<file path="src/hdl/qla_pkg.sv">
package qla_pkg;

    // ------------------------------
    // board dimensions
    // ------------------------------
    localparam int num_chan  = 4;    // motor axes, host sees them as 1..num_chan
    localparam int dac_width = 16;   // commanded current word
    localparam int adc_width = 16;   // one cur or pot conversion

    // motor status word, read side
    localparam int status_amp_on_bit = 29;   // amplifier enabled
    localparam int status_safety_bit = 17;   // sticky safety disable
    localparam int status_fault_bit  = 16;   // raw fault_n from op amp

    // motor status word, write side
    localparam int amp_en_mask_bit = 29;     // 1 -> apply the enable value
    localparam int amp_en_val_bit  = 28;     // requested amp state

    // ------------------------------
    // address map
    // ------------------------------

    // top nibble of the bus address, only main is decoded here
    typedef enum logic [3:0] {
        space_main = 4'h0
    } addr_space_e;

    // low nibble, register inside a channel
    typedef enum logic [3:0] {
        off_adc_data     = 4'h0,   // {pot, cur}
        off_dac_ctrl     = 4'h1,   // commanded current
        off_motor_status = 4'h2,   // amp enable / safety / fault
        off_status12     = 4'h3    // legacy amp summary, chan 0 only
    } reg_offset_e;

    typedef struct packed {
        addr_space_e space;
        logic [3:0]  reserved;
        logic [3:0]  chan;        // 0 = board level, 1..4 = axes
        reg_offset_e offset;
    } reg_addr_t;

    // one host write strobe
    typedef struct packed {
        reg_addr_t   waddr;
        logic [31:0] wdata;
        logic        wen;         // write takes effect at this edge
        logic        blk_wen;     // part of a block write
    } reg_wr_t;

    // latched feedback, laid out as the adc data register reads
    typedef struct packed {
        logic [adc_width-1:0] pot;
        logic [adc_width-1:0] cur;
    } chan_fb_t;

    // per-axis control state handed to the read side
    typedef struct packed {
        logic [dac_width-1:0] cur_cmd;
        logic                 amp_on;
        logic                 safety_dis;   // set by fault or wdog, cleared by enable
        logic                 fault_n;      // 1 -> amplifier fine
    } chan_state_t;

endpackage

</file>
<file path="src/hdl/motor_chan_regs.sv">
`timescale 1ns/1ps

module motor_chan_regs import qla_pkg::*; (
    input  logic                               sysclk,
    input  logic                               reset,
    input  reg_wr_t                            reg_wr,
    input  logic [num_chan-1:0]                amp_fault_n,    // active low fault per axis
    input  logic                               wdog_timeout,
    input  logic                               dac_busy,       // dac engine shifting out
    output chan_state_t [num_chan-1:0]         chan_state,
    output logic [num_chan-1:0][dac_width-1:0] cur_cmd,
    output logic                               dac_update,     // one cycle, dac loads cur_cmd
    output logic                               wdog_clear
);

    logic                wr_main;          // write lands in the main space
    logic [num_chan-1:0] wr_chan;          // write targets axis k+1
    logic [num_chan-1:0] wr_cur;           // current command write per axis
    logic                wr_dac;           // current command write, any axis
    logic [num_chan-1:0] amp_set;          // status write with mask bit
    logic [num_chan-1:0] amp_enable_cmd;   // status write that turns the amp on
    logic [num_chan-1:0] amp_trip;         // safety shutdown this cycle
    logic [num_chan-1:0] amp_on;
    logic [num_chan-1:0] safety_dis;
    logic                cur_cmd_req;      // dac update pending

    // ------------------------------
    // write decode
    // ------------------------------
    assign wr_main = reg_wr.wen && (reg_wr.waddr.space == space_main);

    always_comb begin
        for (int k = 0; k < num_chan; k++) begin
            wr_chan[k] = wr_main && (reg_wr.waddr.chan == 4'(k + 1));
            wr_cur[k]  = wr_chan[k] && (reg_wr.waddr.offset == off_dac_ctrl);
            amp_set[k] = wr_chan[k] && (reg_wr.waddr.offset == off_motor_status) &&
                         reg_wr.wdata[amp_en_mask_bit];
            amp_enable_cmd[k] = amp_set[k] && reg_wr.wdata[amp_en_val_bit];
            // only an amp that is on can trip
            amp_trip[k] = amp_on[k] && (!amp_fault_n[k] || wdog_timeout);
        end
    end

    assign wr_dac = |wr_cur;

    // any enable attempt kicks the watchdog, same cycle as the write
    assign wdog_clear = |amp_enable_cmd;

    // ------------------------------
    // command and amp state
    // ------------------------------
    always_ff @(posedge sysclk) begin
        if (reset) begin
            cur_cmd    <= '0;
            amp_on     <= '0;
            safety_dis <= '0;
        end else begin
            for (int k = 0; k < num_chan; k++) begin
                if (wr_cur[k]) begin
                    cur_cmd[k] <= reg_wr.wdata[dac_width-1:0];
                end
                if (amp_trip[k]) begin              // safety beats host enable
                    amp_on[k]     <= 1'b0;
                    safety_dis[k] <= 1'b1;
                end else if (amp_set[k]) begin
                    amp_on[k] <= reg_wr.wdata[amp_en_val_bit];
                    if (amp_enable_cmd[k]) begin
                        safety_dis[k] <= 1'b0;      // host re-enable clears sticky flag
                    end
                end
            end
        end
    end

    // ------------------------------
    // dac update request
    // ------------------------------
    // request follows blk_wen of the latest cur write, waits out dac_busy,
    // so several writes during a busy stretch give one update
    always_ff @(posedge sysclk) begin
        if (reset) begin
            cur_cmd_req <= 1'b0;
            dac_update  <= 1'b0;
        end else begin
            if (wr_dac) begin
                cur_cmd_req <= reg_wr.blk_wen;
            end else if (cur_cmd_req && !dac_busy) begin
                cur_cmd_req <= 1'b0;
            end
            dac_update <= cur_cmd_req && !dac_busy;
        end
    end

    // pack state for the read mux
    always_comb begin
        for (int k = 0; k < num_chan; k++) begin
            chan_state[k].cur_cmd    = cur_cmd[k];
            chan_state[k].amp_on     = amp_on[k];
            chan_state[k].safety_dis = safety_dis[k];
            chan_state[k].fault_n    = amp_fault_n[k];   // raw, not registered
        end
    end

endmodule

</file>
<file path="src/hdl/fb_capture.sv">
`timescale 1ns/1ps

module fb_capture import qla_pkg::*; (
    input  logic                               sysclk,
    input  logic                               reset,
    input  logic [num_chan-1:0][adc_width-1:0] adc_cur,     // parallel current results
    input  logic                               cur_valid,   // one cycle strobe
    input  logic [num_chan-1:0][adc_width-1:0] adc_pot,     // parallel pot results
    input  logic                               pot_valid,   // one cycle strobe
    output chan_fb_t [num_chan-1:0]            chan_fb
);

    // last latched words, index k is axis k+1
    logic [num_chan-1:0][adc_width-1:0] cur_fb;
    logic [num_chan-1:0][adc_width-1:0] pot_fb;

    // ------------------------------
    // current feedback
    // ------------------------------
    // all four axes convert together, one strobe loads them all
    always_ff @(posedge sysclk) begin
        if (reset) begin
            cur_fb <= '0;
        end else if (cur_valid) begin
            cur_fb <= adc_cur;
        end
    end

    // ------------------------------
    // pot feedback
    // ------------------------------
    // independent of the current side, pot converter runs on its own schedule
    always_ff @(posedge sysclk) begin
        if (reset) begin
            pot_fb <= '0;
        end else if (pot_valid) begin
            pot_fb <= adc_pot;
        end
    end

    // halves may come from different samples
    always_comb begin
        for (int k = 0; k < num_chan; k++) begin
            chan_fb[k].pot = pot_fb[k];   // upper half of the read word
            chan_fb[k].cur = cur_fb[k];   // lower half
        end
    end

endmodule

</file>
<file path="src/hdl/reg_read_mux.sv">
`timescale 1ns/1ps

module reg_read_mux import qla_pkg::*; (
    input  logic                       sysclk,
    input  logic                       reset,
    input  reg_addr_t                  reg_raddr,
    input  chan_state_t [num_chan-1:0] chan_state,
    input  chan_fb_t [num_chan-1:0]    chan_fb,
    output logic [31:0]                reg_rdata     // one cycle after reg_raddr
);

    logic        rd_main;      // address in the main space
    logic        chan_hit;     // axis 1..num_chan selected
    chan_state_t sel_state;    // state of the addressed axis
    chan_fb_t    sel_fb;       // feedback of the addressed axis
    logic [31:0] motor_status;
    logic [11:0] status12;     // legacy amp summary
    logic [31:0] rd_next;

    assign rd_main = (reg_raddr.space == space_main);

    // ------------------------------
    // channel select
    // ------------------------------
    always_comb begin
        sel_state = '0;
        sel_fb    = '0;
        chan_hit  = 1'b0;
        for (int k = 0; k < num_chan; k++) begin
            if (reg_raddr.chan == 4'(k + 1)) begin
                sel_state = chan_state[k];
                sel_fb    = chan_fb[k];
                chan_hit  = 1'b1;
            end
        end
    end

    // status word, unused bits read zero
    always_comb begin
        motor_status                    = '0;
        motor_status[status_amp_on_bit] = sel_state.amp_on;
        motor_status[status_safety_bit] = sel_state.safety_dis;
        motor_status[status_fault_bit]  = sel_state.fault_n;
    end

    // {fault_n 4..1, safety_dis 4..1, amp_on 4..1}
    always_comb begin
        status12 = '0;
        for (int k = 0; k < num_chan; k++) begin
            status12[8 + k] = chan_state[k].fault_n;
            status12[4 + k] = chan_state[k].safety_dis;
            status12[k]     = chan_state[k].amp_on;
        end
    end

    // ------------------------------
    // decode and register
    // ------------------------------
    always_comb begin
        rd_next = '0;
        if (rd_main && chan_hit) begin
            case (reg_raddr.offset)
                off_adc_data:     rd_next = sel_fb;
                off_dac_ctrl:     rd_next = 32'(sel_state.cur_cmd);   // zero extend
                off_motor_status: rd_next = motor_status;
                default:          rd_next = '0;
            endcase
        end else if (rd_main && (reg_raddr.chan == 4'd0) &&
                     (reg_raddr.offset == off_status12)) begin
            rd_next = {20'd0, status12};   // board level word
        end
    end

    always_ff @(posedge sysclk) begin
        if (reset) begin
            reg_rdata <= '0;
        end else begin
            reg_rdata <= rd_next;
        end
    end

endmodule

</file>
<file path="src/hdl/qla_core.sv">
`timescale 1ns/1ps

module qla_core import qla_pkg::*; (
    input  logic                               sysclk,
    input  logic                               reset,
    // host bus
    input  reg_wr_t                            reg_wr,
    input  reg_addr_t                          reg_raddr,
    output logic [31:0]                        reg_rdata,
    // adc results, already parallel
    input  logic [num_chan-1:0][adc_width-1:0] adc_cur,
    input  logic                               cur_valid,
    input  logic [num_chan-1:0][adc_width-1:0] adc_pot,
    input  logic                               pot_valid,
    // amplifier and watchdog
    input  logic [num_chan-1:0]                amp_fault_n,
    input  logic                               wdog_timeout,
    // dac engine
    input  logic                               dac_busy,
    output logic [num_chan-1:0][dac_width-1:0] cur_cmd,
    output logic                               dac_update,
    output logic [num_chan-1:0]                amp_disable,   // 1 -> amp off
    output logic                               wdog_clear
);

    chan_state_t [num_chan-1:0] chan_state;   // command side to read mux
    chan_fb_t [num_chan-1:0]    chan_fb;      // feedback side to read mux

    // ------------------------------
    // write side and feedback
    // ------------------------------
    motor_chan_regs motor_chan_regs_inst (
        .sysclk       (sysclk),
        .reset        (reset),
        .reg_wr       (reg_wr),
        .amp_fault_n  (amp_fault_n),
        .wdog_timeout (wdog_timeout),
        .dac_busy     (dac_busy),
        .chan_state   (chan_state),
        .cur_cmd      (cur_cmd),
        .dac_update   (dac_update),
        .wdog_clear   (wdog_clear)
    );

    fb_capture fb_capture_inst (
        .sysclk    (sysclk),
        .reset     (reset),
        .adc_cur   (adc_cur),
        .cur_valid (cur_valid),
        .adc_pot   (adc_pot),
        .pot_valid (pot_valid),
        .chan_fb   (chan_fb)
    );

    // registered read path
    reg_read_mux reg_read_mux_inst (
        .sysclk     (sysclk),
        .reset      (reset),
        .reg_raddr  (reg_raddr),
        .chan_state (chan_state),
        .chan_fb    (chan_fb),
        .reg_rdata  (reg_rdata)
    );

    // disable pins are active high, follow amp_on with no extra flop
    always_comb begin
        for (int k = 0; k < num_chan; k++) begin
            amp_disable[k] = ~chan_state[k].amp_on;
        end
    end

endmodule

</file>
<file path="config.mk">
export PLATFORM = sky130hd
export DESIGN_NAME = qla_core
export DESIGN_NICKNAME = d
export VERILOG_FILES = /design/src/hdl/qla_pkg.sv /design/src/hdl/motor_chan_regs.sv /design/src/hdl/fb_capture.sv /design/src/hdl/reg_read_mux.sv /design/src/hdl/qla_core.sv
export SDC_FILE = /design/constraint.sdc
export NUM_CORES = 1
export LEC_CHECK = 0
export BUFFER_PORTS_ARGS = -buffer_cell sky130_fd_sc_hd__buf_2
export CAP_MARGIN = 5
export CORE_AREA = 2 2 152 154
export CTS_BUF_LIST = sky130_fd_sc_hd__clkbuf_8 sky130_fd_sc_hd__clkbuf_16
export DETAILED_ROUTE_END_ITERATION = 10
export DIE_AREA = 0 0 154 156
export PLACE_DENSITY = 0.86
export RECOVER_POWER = 50
export SLEW_MARGIN = 20
export SYNTH_ARGS = -nofsm -noshare
export SYNTH_HDL_FRONTEND = slang
export SYNTH_SLANG_ARGS = --single-unit
</file>
<file path="constraint.sdc">
create_clock -name sysclk -period 1.33 [get_ports sysclk]
set_input_delay 0.0665 -clock sysclk [delete_from_list [all_inputs] [get_ports sysclk]]
set_output_delay 0.0665 -clock sysclk [all_outputs]
set_load 0.005 [all_outputs]
</file>
==> impl_metrics.json <==
{
  "finalSetupViolations": 14,
  "grt-ovfl-total": 0,
  "synth.distinct_cells": 48,
  "cp_cell_sequence": "a22o_1, a221oi_2, buf_4, o22ai_4, a22o_1",
  "dp_hpwl_um": 24100,
  "drv_cap": 0,
  "postSynthCellCount": 1153,
  "power_mw": 16.2,
  "outcome": "finished with violations",
  "reg2regPathDepth": 5,
  "synth_edf_count": 0,
  "startpoint": "fb_capture_inst.chan_fb[4]",
  "vias": 10767,
  "synth-main-ff-cell": "dfxtp_1",
  "crit_arrival_ns": 1.87,
  "slowest_delay_ns": 0.32,
  "start_util_pct": 46.6,
  "seq_area_frac_synth_pct": 45.0,
  "htree_levels": 1,
  "p_per_area_nw_per_um2": 1090,
  "rows": 55,
  "grtUsageTotal_pct": 31.9,
  "gp_congestion": 0.927,
  "clock_path_buffers": 3,
  "r2r_end": "reg_read_mux_inst.reg_rdata[4]",
  "syn-cell-area_um2": 10400,
  "setup.worst_path.end_class": "register",
  "antenna_left": 0,
  "hp-start": "cur_valid",
  "r2r_setup_slack_ns": -0.16,
  "synth_top_area_share_pct": 45.0,
  "root_buffer": "clkbuf_16",
  "critPathTopFamily": "compound AO/OA/AOI/OAI gates",
  "rr_startpoint": "fb_capture_inst.chan_fb[4]",
  "numCtsBuffers": 24,
  "yosys.area.top_type": "dfxtp_1",
  "die_w_um": 154,
  "ys_ff_latch": 234,
  "io_pins": 306,
  "ys_top_cells_by_area": "dfxtp_1 (45%), mux2i_1 (13%), nor2_1 (6.1%), nand2_1 (5.4%), buf_4 (4.8%)",
  "period_minus_slack_ns": 1.49,
  "path_clk_slew_ns": 0.06,
  "dieArea_um2": 24000,
  "place_ws_ns": -0.370,
  "die_y_um": 156,
  "hold_violations": 0,
  "tritoncts": "built",
  "required_ns": 1.72,
  "crit_buf_inv": 1,
  "p_int_mw": 12.2,
  "violations": "negative setup slack",
  "routedWlPerCell_um": 21.1,
  "p_leak_nw": 6.42,
  "cp-start-kind": "register",
  "fin_ws_ns": -0.155,
  "route.detailed.drc": 0,
  "combPwrFrac_pct": 12.5,
  "area_growth_pct": 42.5,
  "slew_headroom_pct": 44.3,
  "drt_iter0_markers": 1146,
  "ir_worst_vdd_uv": 806,
  "syn_nets": 1357,
  "clock_skew_ns": 0.0407,
  "max_slew.worst_pin.slew_ns": 0.836,
  "fmax_ghz": 0.673,
  "seqPwrFrac_pct": 45.7,
  "yosys_warnings": 0,
  "cts_sinks": 234,
  "grt_max_degree": 132,
  "crit_fanout": 2,
  "drive_above_1_share_pct": 29.6,
  "min_path_cells": 3,
  "period_share_pct": 112,
  "core_area_um2": 22400,
  "dr.pass1.iters": 7,
  "synth_area_per_cell_um2": 9.04,
  "critPathKind": "register to register",
  "sw_frac_of_total_pct": 24.7,
  "holdPathEnd": "fb_capture_inst.chan_fb[106]",
  "cp_slowest_cell": "dfxtp_2",
  "power.share.clock_pct": 41.8,
  "grt_first_pass_wirelength_um": 60100,
  "fillers": 1584,
  "power_switching_mw": 4.00,
  "worstHoldPathType": "primary input to register",
  "drt-vias-per-instance": 5.74,
  "grt_pass1_vias": 10769,
  "async_reset_ff_share_pct": 0,
  "wirelength_um": 39600,
  "rsz0062_at_grt": "yes",
  "clkLatencyLatePin_ns": 0.54,
  "io_buffers": 283,
  "slew_violations": 0,
  "nNetsFinal": 1772,
  "antenna_found_initial": 3,
  "path_common_cell": "a22o_1"
}
logic make-up (layout without fill, tap and decap cells):
kind of cell / Yosys count / in the layout / synth area share (%)
other: 0 / 5 / 0
AOI/OAI and AO/OA: 245 / 245 / 15.0
muxes: 157 / 157 / 15.4
and+or+nand+nor: 360 / 360 / 15.4
DFF: 234 / 234 / 45.0
xor gates and xnor gates: 2 / 2 / 0.168
buffers and inverters: 155 / 587 / 9.15
per-layer routing:
layer,vias up,GRT usage [%],share of wire [%]
met4,0,20.4,7.2
met2,722,52.2,46
met3,242,6.25,8.5
met5,-,0,0
met1,5031,38.4,38
li1,4772,-,-
power by group through the flow:
stage	sequential (mW)	combinational, mW	clock (mW)
6_report	7.40	2.02	6.76
3_5_place_dp	7.52	1.46	0
2_1_floorplan	7.47	0.809	0
5_1_grt	7.41	2.13	7.09
3_3_place_gp	7.51	1.43	0
4_1_cts	7.37	1.88	6.80
tightest hold or removal path, stage by stage:
cell,delay (ns)
buf_4,0.21
mux2i_1,0.15
nor2_1,0.08
cell type report:
| cell class | count | area, um2 | share of cell area [%] |
|---|---|---|---|
| flip-flops and latches | 234 | 4690 | 31.6 |
| diodes | 5 | 12.5 | 0.0843 |
| inverters | 6 | 22.5 | 0.152 |
| clock buffers | 31 | 697 | 4.69 |
| repair buffers | 538 | 3960 | 26.6 |
| well taps | 285 | 357 | 2.40 |
| clock inverters | 12 | 100 | 0.674 |
| multi-input cells | 764 | 5010 | 33.8 |
through the flow:
step	cells	hold slack [ns]	cell area (um2)	util (%)	TNS (ns)
3_5_place_dp	1662	0.255	12200	54.6	-16.04
4_1_cts	1870	0.000498	14800	66.1	-0.304
2_1_floorplan	1153	0.143	10400	-	0
3_3_place_gp	1662	0.252	12200	54.6	-11.09
6_report	1875	0.0199	14900	66.4	-0.598
5_1_grt	1873	0.0409	14800	66.4	-1.77
placed cells by master (no fill, tap or decap), types with 3 or more instances in the layout:
cell           netlist  final
buf_2               37    253
dfxtp_1            234    227
nor2_1             168    167
dlygate4sd3_1        0    164
nand2_1            149    149
mux2i_1            131    131
a21oi_1             94     93
buf_4               66     71
a22o_1              35     35
o21ai_0             40     34
clkbuf_1            29     29
mux2_2              26     25
clkbuf_16            0     24
a22oi_1             27     20
buf_12               0     19
a221oi_2             0     14
inv_1                6     10
a221oi_1            23      9
o21ai_1              3      8
nor3_1               7      7
a22oi_2              0      7
clkbuf_8             0      7
dfxtp_2              0      7
diode_2              0      5
o22ai_2              0      5
and3b_1              5      5
nor4b_4              3      4
or2_1                4      4
a21o_1               4      4
nor2_4               3      3
a311oi_1             3      3
o21a_1               3      3
o22ai_1             10      3
clkinv_2             0      3
worst max path at each step:
stage | to | slack (ns) | cells after the start
6_report | reg_read_mux_inst.reg_rdata[4] | -0.16 | 5
2_1_floorplan | motor_chan_regs_inst.chan_state[10] | 0.02 | 7
3_5_place_dp | reg_read_mux_inst.reg_rdata[10] | -0.37 | 8
3_3_place_gp | reg_read_mux_inst.reg_rdata[10] | -0.31 | 7
4_1_cts | reg_read_mux_inst.reg_rdata[8] | -0.06 | 5
5_1_grt | fb_capture_inst.chan_fb[68] | -0.15 | 5
state kept, by name (all words and copies together), names as in the netlist:
register                          count
fb_capture_inst.chan_fb             128
motor_chan_regs_inst.chan_state      64
reg_read_mux_inst.reg_rdata          32
motor_chan_regs_inst.amp_on           4
motor_chan_regs_inst.safety_dis       4
motor_chan_regs_inst.cur_cmd_req      1
motor_chan_regs_inst.dac_update       1
cells in the mapped netlist, types with 5 or more instances:
| cell type | instances |
|---|---|
| nor2_1 | 168 |
| inv_1 | 6 |
| a22oi_1 | 27 |
| a22o_1 | 35 |
| dfxtp_1 | 234 |
| nor3_1 | 7 |
| o21ai_0 | 40 |
| buf_2 | 37 |
| mux2_2 | 26 |
| clkbuf_1 | 29 |
| o22ai_1 | 10 |
| mux2i_1 | 131 |
| buf_1 | 5 |
| buf_4 | 66 |
| nand2_1 | 149 |
| buf_6 | 10 |
| and3b_1 | 5 |
| a21oi_1 | 94 |
| a221oi_1 | 23 |
what timing repair did:
action,in CTS,in global routing
pin swaps,13,13
buffers inserted,0,2
setup endpoints to repair,10,25
hold buffers,165,0
resized for setup,24,31
hold endpoints to repair,206,0
(Power assumes the default switching activity.)
